[src/elink_config.svh]
`ifndef ELINK_CONFIG_SVH
`define ELINK_CONFIG_SVH

// Packet width in bits, one emesh packet is 13 link bytes
`define PW 104

// Entries in each receive queue and initial link credits per queue
`define RX_DEPTH 4

// Responses the memory may issue before credits come back
`define RSP_CREDITS 2

// Words in the remote memory
`define MEM_WORDS 64

`endif

[src/emesh_pkg.sv]
package emesh_pkg;

   // Control byte layout
   // Bit 1 marks a write and the other bits ride along untouched
   localparam int WRITE_BIT = 1;

   // Control byte width
   localparam int CTRL_W = 8;

   // Emesh packet with the most significant field first
   // The byte link sends ctrl first and srcaddr last
   typedef struct packed {
      logic [31:0]       srcaddr; // Return address for reads
      logic [31:0]       data;    // Write data or read result
      logic [31:0]       dstaddr; // Target byte address
      logic [CTRL_W-1:0] ctrl;    // Access type and mode bits
   } emesh_packet_t;

endpackage

[src/link_if.sv]
`timescale 1ns/1ps

interface link_if;

   logic       frame;     // High for every byte of a packet
   logic [7:0] data;      // One packet byte per cycle
   logic       wr_credit; // One write queue entry freed
   logic       rd_credit; // One read queue entry freed

   // Transmit side drives bytes and takes credits back
   modport tx (
      output frame,
      output data,
      input  wr_credit,
      input  rd_credit
   );

   // Receive side takes bytes and hands credits back
   modport rx (
      input  frame,
      input  data,
      output wr_credit,
      output rd_credit
   );

endinterface

[src/link_tx.sv]
`timescale 1ns/1ps
`include "elink_config.svh"

module link_tx import emesh_pkg::*; (
   input  logic          clkin,
   input  logic          reset,
   input  logic          host_access,  // Host offers a packet
   input  emesh_packet_t host_packet,
   output logic          host_wr_wait, // Hold off writes
   output logic          host_rd_wait, // Hold off reads
   link_if.tx            link
);

   localparam int NBYTES = `PW / 8;                 // Bytes per frame
   localparam int CNT_W  = $clog2(NBYTES);
   localparam int CRD_W  = $clog2(`RX_DEPTH + 1);   // Room for a full count

   logic [`PW-1:0]   shift_q;   // Packet on its way out
   logic [CNT_W-1:0] byte_cnt;  // Byte now on the link
   logic             busy;      // Frame in progress
   logic [CRD_W-1:0] wr_cred;   // Free entries in far write queue
   logic [CRD_W-1:0] rd_cred;   // Free entries in far read queue
   logic             last_byte; // Final byte of the frame
   logic             hold;      // Shifter cannot take a packet
   logic             is_write;
   logic             wr_take;   // Write accepted this cycle
   logic             rd_take;   // Read accepted this cycle

   assign last_byte = busy && (byte_cnt == CNT_W'(NBYTES - 1));
   assign hold      = busy && !last_byte; // Free again in the last byte cycle
   assign is_write  = host_packet.ctrl[WRITE_BIT];

   assign host_wr_wait = (wr_cred == '0) || hold;
   assign host_rd_wait = (rd_cred == '0) || hold;

   assign wr_take = host_access && is_write && !host_wr_wait;
   assign rd_take = host_access && !is_write && !host_rd_wait;

   assign link.frame = busy;
   assign link.data  = shift_q[7:0]; // Least significant byte first

   // Frame control, a new take restarts the count
   always_ff @(posedge clkin or posedge reset) begin
      if (reset) begin
         busy     <= 1'b0;
         byte_cnt <= '0;
      end else if (wr_take || rd_take) begin
         busy     <= 1'b1;            // Frame rises next cycle
         byte_cnt <= '0;
      end else if (busy) begin
         busy     <= !last_byte;
         byte_cnt <= last_byte ? '0 : byte_cnt + 1'b1;
      end
   end

   // Payload shifter
   always_ff @(posedge clkin) begin
      if (wr_take || rd_take)
         shift_q <= host_packet;
      else if (busy)
         shift_q <= {8'h00, shift_q[`PW-1:8]}; // Next byte down
   end

   // Credits spent on accept, returned by the receiver on pop
   always_ff @(posedge clkin or posedge reset) begin
      if (reset) begin
         wr_cred <= CRD_W'(`RX_DEPTH); // Queues start empty
         rd_cred <= CRD_W'(`RX_DEPTH);
      end else begin
         wr_cred <= wr_cred - CRD_W'(wr_take) + CRD_W'(link.wr_credit);
         rd_cred <= rd_cred - CRD_W'(rd_take) + CRD_W'(link.rd_credit);
      end
   end

   // An underflow wraps above the depth, as would a surplus return from link_rx
   a_cred_range: assert property (@(posedge clkin) disable iff (reset)
      (wr_cred <= CRD_W'(`RX_DEPTH)) && (rd_cred <= CRD_W'(`RX_DEPTH)))
      else $error("link_tx credit out of range wr=%0d rd=%0d", wr_cred, rd_cred);

endmodule

[src/link_rx.sv]
`timescale 1ns/1ps
`include "elink_config.svh"

module link_rx import emesh_pkg::*; (
   input  logic          clkin,
   input  logic          reset,
   link_if.rx            link,
   output logic          wr_valid, // Write queue not empty
   output emesh_packet_t wr_head,
   input  logic          wr_pop,   // Arbiter takes the write head
   output logic          rd_valid, // Read queue not empty
   output emesh_packet_t rd_head,
   input  logic          rd_pop    // Arbiter takes the read head
);

   localparam int NBYTES  = `PW / 8;
   localparam int CNT_W   = $clog2(NBYTES);
   localparam int PTR_W   = $clog2(`RX_DEPTH);
   localparam int FILL_W  = $clog2(`RX_DEPTH + 1);

   logic [`PW-9:0]      shift_q;   // First twelve bytes of the frame
   logic [CNT_W-1:0]    byte_cnt;  // Bytes seen in this frame
   logic                frame_end; // Last byte is on the link
   emesh_packet_t       rx_packet; // Assembled packet at frame end
   logic [1:0]          push;      // Queue 0 holds writes, queue 1 reads
   logic [1:0]          pop;
   logic [1:0]          valid;
   emesh_packet_t [1:0] head;

   function automatic logic [PTR_W-1:0] next_ptr(input logic [PTR_W-1:0] ptr);
      return (ptr == PTR_W'(`RX_DEPTH - 1)) ? '0 : ptr + 1'b1;
   endfunction

   assign frame_end = link.frame && (byte_cnt == CNT_W'(NBYTES - 1));
   assign rx_packet = {link.data, shift_q}; // Last byte lands on top

   // Steer by the write flag
   assign push[0] = frame_end && rx_packet.ctrl[WRITE_BIT];
   assign push[1] = frame_end && !rx_packet.ctrl[WRITE_BIT];
   assign pop     = {rd_pop, wr_pop};

   // Byte count restarts at every packet boundary, frames may abut
   always_ff @(posedge clkin or posedge reset) begin
      if (reset)
         byte_cnt <= '0;
      else if (link.frame)
         byte_cnt <= frame_end ? '0 : byte_cnt + 1'b1;
   end

   always_ff @(posedge clkin) begin
      if (link.frame)
         shift_q <= {link.data, shift_q[`PW-9:8]}; // Earlier bytes move down
   end

   for (genvar q = 0; q < 2; q++) begin : g_queue
      emesh_packet_t     mem [`RX_DEPTH]; // Circular storage
      logic [PTR_W-1:0]  wr_ptr;
      logic [PTR_W-1:0]  rd_ptr;
      logic [FILL_W-1:0] fill;            // Entries held

      always_ff @(posedge clkin) begin
         if (push[q])
            mem[wr_ptr] <= rx_packet;
      end

      always_ff @(posedge clkin or posedge reset) begin
         if (reset) begin
            wr_ptr <= '0;
            rd_ptr <= '0;
            fill   <= '0;
         end else begin
            if (push[q])
               wr_ptr <= next_ptr(wr_ptr);
            if (pop[q])
               rd_ptr <= next_ptr(rd_ptr); // Head leaves in the pop cycle
            fill <= fill + FILL_W'(push[q]) - FILL_W'(pop[q]);
         end
      end

      assign valid[q] = (fill != '0);
      assign head[q]  = mem[rd_ptr];

      // Holds only if link_tx never sends past its credits
      a_no_overflow: assert property (@(posedge clkin) disable iff (reset)
         push[q] |-> (fill < FILL_W'(`RX_DEPTH)))
         else $error("link_rx push into full queue %0d", q);
   end

   assign wr_valid = valid[0];
   assign wr_head  = head[0];
   assign rd_valid = valid[1];
   assign rd_head  = head[1];

   // One credit back per popped entry, same cycle
   assign link.wr_credit = wr_pop;
   assign link.rd_credit = rd_pop;

endmodule

[src/mem_arbiter.sv]
`timescale 1ns/1ps
`include "elink_config.svh"

module mem_arbiter import emesh_pkg::*; (
   input  logic          clkin,
   input  logic          reset,
   input  logic          wr_valid,
   input  emesh_packet_t wr_head,
   output logic          wr_pop,     // Write head granted
   input  logic          rd_valid,
   input  emesh_packet_t rd_head,
   output logic          rd_pop,     // Read head granted
   output logic          mem_access, // Request to memory this cycle
   output emesh_packet_t mem_packet,
   input  logic          rsp_ready   // Memory may answer a read
);

   logic [31:0] wr_grants; // Writes granted since reset
   logic [31:0] rd_grants; // Reads granted since reset

   // Writes always win and reads wait for a response credit
   assign wr_pop = wr_valid;
   assign rd_pop = !wr_valid && rd_valid && rsp_ready;

   assign mem_access = wr_pop || rd_pop;
   assign mem_packet = wr_valid ? wr_head : rd_head;

   always_ff @(posedge clkin or posedge reset) begin
      if (reset) begin
         wr_grants <= '0;
         rd_grants <= '0;
      end else begin
         wr_grants <= wr_grants + 32'(wr_pop);
         rd_grants <= rd_grants + 32'(rd_pop);
      end
   end

   // Each queue must hold only its own kind of packet
   a_wr_pop_kind: assert property (@(posedge clkin) disable iff (reset)
      wr_pop |-> wr_head.ctrl[WRITE_BIT])
      else $error("read packet granted from write queue after %0d writes", wr_grants);

   a_rd_pop_kind: assert property (@(posedge clkin) disable iff (reset)
      rd_pop |-> !rd_head.ctrl[WRITE_BIT])
      else $error("write packet granted from read queue after %0d reads", rd_grants);

endmodule

[src/emem.sv]
`timescale 1ns/1ps
`include "elink_config.svh"

module emem import emesh_pkg::*; (
   input  logic          clkin,
   input  logic          reset,
   input  logic          mem_access, // Granted request
   input  emesh_packet_t mem_packet,
   output logic          rsp_ready,  // A response credit is free
   output logic          rsp_access, // Response valid, one cycle
   output emesh_packet_t rsp_packet,
   input  logic          rsp_credit  // One response credit returned
);

   localparam int IDX_W = $clog2(`MEM_WORDS);
   localparam int CRD_W = $clog2(`RSP_CREDITS + 1);

   logic [31:0]      mem [`MEM_WORDS]; // Word storage
   logic [IDX_W-1:0] idx;              // Word index from dstaddr
   logic             wr_req;
   logic             rd_req;
   logic [CRD_W-1:0] cred;             // Response credits left

   assign idx    = mem_packet.dstaddr[IDX_W+1:2]; // Skip byte offset
   assign wr_req = mem_access && mem_packet.ctrl[WRITE_BIT];
   assign rd_req = mem_access && !mem_packet.ctrl[WRITE_BIT];

   assign rsp_ready = (cred != '0);

   always_ff @(posedge clkin) begin
      if (wr_req)
         mem[idx] <= mem_packet.data;
   end

   // Response swaps the addresses and comes back as a write
   always_ff @(posedge clkin) begin
      if (rd_req) begin
         rsp_packet.srcaddr <= mem_packet.dstaddr;
         rsp_packet.data    <= mem[idx];
         rsp_packet.dstaddr <= mem_packet.srcaddr; // Back to the requester
         rsp_packet.ctrl    <= mem_packet.ctrl | CTRL_W'(1 << WRITE_BIT);
      end
   end

   always_ff @(posedge clkin or posedge reset) begin
      if (reset)
         rsp_access <= 1'b0;
      else
         rsp_access <= rd_req; // One cycle after the grant
   end

   // Spent at grant, returned from outside
   always_ff @(posedge clkin or posedge reset) begin
      if (reset)
         cred <= CRD_W'(`RSP_CREDITS);
      else
         cred <= cred - CRD_W'(rd_req) + CRD_W'(rsp_credit);
   end

   // Relies on the arbiter holding reads while rsp_ready is low
   a_rsp_credit: assert property (@(posedge clkin) disable iff (reset)
      rsp_access |-> ($past(cred) != '0))
      else $error("emem response issued with no credit");

endmodule

[src/elink_top.sv]
`timescale 1ns/1ps
`include "elink_config.svh"

module elink_top import emesh_pkg::*; (
   input  logic           clkin,
   input  logic           reset,
   input  logic           host_access,  // Host packet valid
   input  logic [`PW-1:0] host_packet,
   output logic           host_wr_wait, // Writes held off
   output logic           host_rd_wait, // Reads held off
   output logic           rsp_access,   // Read response valid
   output logic [`PW-1:0] rsp_packet,
   input  logic           rsp_credit    // Returns one response credit
);

   link_if link ();              // Byte link with credit returns

   logic          wr_valid;
   logic          wr_pop;
   logic          rd_valid;
   logic          rd_pop;
   logic          mem_access;
   logic          rsp_ready;
   emesh_packet_t wr_head;       // Head of write queue
   emesh_packet_t rd_head;       // Head of read queue
   emesh_packet_t mem_packet;    // Granted request

   link_tx link_tx_inst (
      .clkin        (clkin),
      .reset        (reset),
      .host_access  (host_access),
      .host_packet  (emesh_packet_t'(host_packet)),
      .host_wr_wait (host_wr_wait),
      .host_rd_wait (host_rd_wait),
      .link         (link.tx)
   );

   link_rx link_rx_inst (
      .clkin    (clkin),
      .reset    (reset),
      .link     (link.rx),
      .wr_valid (wr_valid),
      .wr_head  (wr_head),
      .wr_pop   (wr_pop),
      .rd_valid (rd_valid),
      .rd_head  (rd_head),
      .rd_pop   (rd_pop)
   );

   mem_arbiter mem_arbiter_inst (
      .clkin      (clkin),
      .reset      (reset),
      .wr_valid   (wr_valid),
      .wr_head    (wr_head),
      .wr_pop     (wr_pop),
      .rd_valid   (rd_valid),
      .rd_head    (rd_head),
      .rd_pop     (rd_pop),
      .mem_access (mem_access),
      .mem_packet (mem_packet),
      .rsp_ready  (rsp_ready)
   );

   emem emem_inst (
      .clkin      (clkin),
      .reset      (reset),
      .mem_access (mem_access),
      .mem_packet (mem_packet),
      .rsp_ready  (rsp_ready),
      .rsp_access (rsp_access),
      .rsp_packet (rsp_packet),
      .rsp_credit (rsp_credit)
   );

endmodule

[config.mk]
export PLATFORM = sky130hd
export DESIGN_NAME = elink_top
export DESIGN_NICKNAME = d
export VERILOG_FILES = /design/src/emesh_pkg.sv /design/src/link_if.sv /design/src/link_tx.sv /design/src/link_rx.sv /design/src/mem_arbiter.sv /design/src/emem.sv /design/src/elink_top.sv
export VERILOG_INCLUDE_DIRS = /design/src
export SDC_FILE = /design/constraint.sdc
export NUM_CORES = 2
export LEC_CHECK = 0
export BUFFER_PORTS_ARGS = -buffer_cell sky130_fd_sc_hd__buf_2
export CAP_MARGIN = 40
export CORE_AREA = 3 3 718 577
export CTS_CLUSTER_DIAMETER = 60
export DETAILED_ROUTE_END_ITERATION = 8
export DIE_AREA = 0 0 721 580
export GPL_TIMING_DRIVEN = 0
export PLACE_DENSITY = 0.5
export SLEW_MARGIN = 40
export SYNTH_ARGS = -nofsm -noshare
export SYNTH_HDL_FRONTEND = slang
export SYNTH_SLANG_ARGS = --single-unit
[constraint.sdc]
create_clock -name clkin -period 8 [get_ports clkin]
set_clock_uncertainty 0.05 [all_clocks]
set_input_delay 0.4 -clock clkin [delete_from_list [all_inputs] [get_ports clkin]]
set_output_delay 0.4 -clock clkin [all_outputs]
set_load 0.01 [all_outputs]
==> results.yml <==
worst_setup_path:
  crit_required_ns: 8.64
  critPathSlowestCell: "mux2i_1"
  path_class: "flop to flop"
  start_kind: "flop"
  critPathCaptureType: "flop"
  critPathArrivalTime_ns: 7.34
  max_stage_delay_ns: 0.76
  path_cells: "or3_1 -> buf_2 -> mux2i_1 -> inv_2 -> buf_2 -> nor3_4 -> buf_2 -> buf_2 -> nand2_1 -> nor2_4 -> buf_8 -> buf_8 -> buf_16"
  critPathMaxFanout: 11
  critPathMostFrequentCell: "buf_2"
  rrSetupSlack_ns: 1.30
logic_synthesis:
  synth_top_cell_by_area: "edfxtp_1"
  syn_avg_cell_area_um2: 19.0
  synth_mux_area_frac: 0.0949
  yosysMostFrequentCell: "edfxtp_1"
  synth_cells: 6437
  synthSimpleGateAreaFrac: 0.0338
  synthDistinctLibCells: 72
  yosys_most_used_dff: "edfxtp_1"
  synth_seq_cells: 3215
  synth.top_cell.area_share: 0.783
  synth.area.top_cells: "edfxtp_1 78%, mux4_2 4.0%, mux2i_1 3.0%"
  synthTopCellsByCount: "3,183 x edfxtp_1, 549 x nand2_1, 362 x mux2i_1, 282 x a22oi_1, 260 x mux2_2"
  ys_seq_area_frac: 0.790
  synth-compound-area-share: 0.0628
  synth_nets: 6572
  synth_top_family_by_area: "multiplexers"
  synth_warnings: 0
  synth_edf_count: 3183
  async_flop_share: 0.00995
  syn_area_um2: 122000
  synthAdderAreaFrac: 0.00301
  synthXorXnorAreaFrac: 0.000789
grt:
  track_usage: 0.214
  grt_pass1_wl_um: 615000
  grt_pass1_vias: 69400
  grt_max_degree: 57
  antenna_found_initial: 41
  overflow: 0
route:
  vias: 72600
  detail-route-antenna-nets: 0
  first_pass_iters: 7
  vias_per_cell: 5.54
  drt-initial-drc-count: 12500
  post-route-drc-count: 0
  wire_per_inst_um: 35.2
  totalWireLength_um: 462000
finish:
  syn_to_final_growth_pct: 22.7
  final_cell_count_no_fill: 13100
  nets: 7550
  drive_gt1_frac: 0.255
  fin_area_um2: 150000
power:
  p_clk_frac: 0.230
  p_switching_w: 0.0279
  switching_share: 0.413
  seqPwrFrac: 0.368
  p_per_area_nw_per_um2: 451
  p_comb_frac: 0.401
  vdd_drop_max_uv: 273
  p_leak_nw: 49.2
  p_int_w: 0.0397
clocking:
  root_buffer: "clkbuf_16"
  cts_tree: "done"
  numCtsBuffers: 328
  cts_sinks: 3215
  post-cts-setup-buffers: 0
  clkLatencyLatePin_ns: 1.01
  h-tree-depth: 5
  cts_max_path_buffers: 4
  clk_pin_slew_worst_paths_ns: 0.06
sta:
  finalHoldViolations: 0
  finalCritPeriodShare: 0.838
  period_needed_ns: 6.70
  setup_viol_count_final: 0
  drv_slew: 0
  worst_slew_pin_slew_ns: 1.03
  slew_headroom: 0.315
  fmax_mhz: 149
  rsz0062_at_grt: "no"
placement:
  port-buffer-count: 213
  placed_area_um2: 138000
  place_inst: 12400
  gp_congestion: 0.935
  dp_hpwl_um: 319000
floorplan:
  die_h_um: 580
  die_x_um: 721
  dieArea_um2: 418000
  rows: 210
  core_area_um2: 408000
  io_pins: 215
  initial_utilization: 0.299
worst_hold_path:
  min_path_type: "primary input to flop"
run:
  cap_violations: 0
status:
  status: "complete, no violations"
[registers in the layout, summed over array words and instances, names as in the netlist, 3 cells and up]
| signal | cells |
|---|---|
| emem_inst.mem | 2048 |
| link_rx_inst.g_queue.mem | 832 |
| link_tx_inst.shift_q | 104 |
| emem_inst.rsp_packet | 103 |
| link_rx_inst.shift_q | 96 |
| link_rx_inst.g_queue.fill | 6 |
| link_rx_inst.byte_cnt | 4 |
| link_rx_inst.g_queue.rd_ptr | 4 |
| link_rx_inst.g_queue.wr_ptr | 4 |
| link_tx_inst.byte_cnt | 4 |
| link_tx_inst.rd_cred | 3 |
| link_tx_inst.wr_cred | 3 |
[worst max-delay path, delay by kind of cell (launching register included)]
family	cells	cell delay, ns
simple gates	4	2.18
mux	1	0.76
flops	1	0.46
buf+inv	8	2.89
[path summary, 6_finish.rpt]
kind / start / cells past startpoint / to
max reg2reg: link_rx_inst.g_queue[0].fill[1] / 13 / emem_inst.mem[54][21]
max: link_rx_inst.g_queue[0].fill[1] / 13 / emem_inst.mem[54][21]
min in group asynchronous: reset / 4 / emem_inst.rsp_access
max in group asynchronous: reset / 5 / link_tx_inst.wr_cred[2]
min: host_packet[1] / 4 / link_tx_inst.shift_q[1]
min reg2reg: emem_inst.cred[1] / 1 / emem_inst.cred[1]
[cells in the final DEF, fill, tap and decap left out, types with 43 or more instances in the layout]
cell type,Yosys,final
edfxtp_1,3183,3183
nand2_1,549,515
buf_2,123,396
mux2i_1,362,358
clkbuf_16,0,333
a22oi_1,282,281
mux2_2,260,260
mux4_2,216,216
buf_16,0,139
clkbuf_1,166,134
o2bb2ai_1,128,128
dlygate4sd3_1,0,108
buf_8,0,100
clkbuf_2,0,95
nand3_1,86,86
a21oi_1,80,75
nor2_4,0,69
buf_12,0,69
a22o_1,66,66
o211ai_1,65,65
clkinv_1,1,64
clkinv_2,0,59
o22ai_1,55,55
a31oi_1,48,45
nand4_1,43,43
[power groups by stage]
stage	logic (W)	registers, W	clock network (W)
after CTS	0.0260	0.0249	0.0157
after global placement	0.0234	0.0260	0
after global routing	0.0274	0.0251	0.0164
after floorplan	0.0111	0.0252	0
final	0.0271	0.0249	0.0156
after detailed placement	0.0259	0.0252	0
[per-stage QoR]
stage          hold slack [ns]  setup slack (ns)  TNS (ns)   util  power (W)
2_1_floorplan            0.419              1.09         0      -     0.0362
5_1_grt                  0.106              1.42         0  0.367     0.0688
3_3_place_gp             0.430             -4.52  -7872.62  0.318     0.0494
3_5_place_dp             0.237              1.36         0  0.338     0.0511
6_report                0.0980              1.30         0  0.367     0.0675
4_1_cts                 0.0186              1.35         0  0.367     0.0666
[repair_timing]
| item | 4_1_cts | 5_1_grt |
|---|---|---|
| gates resized for setup | 0 | 0 |
| hold endpoints to repair | 138 | 0 |
| hold buffers | 108 | 0 |
[final cells by class]
| type | count | area, um2 |
|---|---|---|
| sequential | 3215 | 96400 |
| antenna | 21 | 52.6 |
| clock buffer | 396 | 8570 |
| clock inverter | 198 | 2050 |
| multi-input combinational | 2807 | 24900 |
| fill | 37400 | 258000 |
| tap | 5406 | 6760 |
| inverter | 31 | 119 |
| buffer | 384 | 1920 |
| timing repair buffer | 648 | 9000 |
[layer usage]
layer	track usage	vias to the layer above	share of wire
li1	-	28400	-
met1	0.297	38100	0.40
met3	0.0789	1070	0.14
met5	0	-	0.00087
met2	0.301	5066	0.41
met4	0.0852	10	0.048
[cells by family (layout without fill, tap and decap cells)]
logic type / Yosys count / in the layout
xor gates and xnor gates: 11 / 11
buffers and inverters: 415 / 1657
other: 1 / 22
adders and majority gates: 27 / 27
muxes: 850 / 850
DFF: 3215 / 3215
AOI/OAI and AO/OA: 1008 / 1008
and+or+nand+nor: 910 / 910
(Power assumes the default switching activity.)
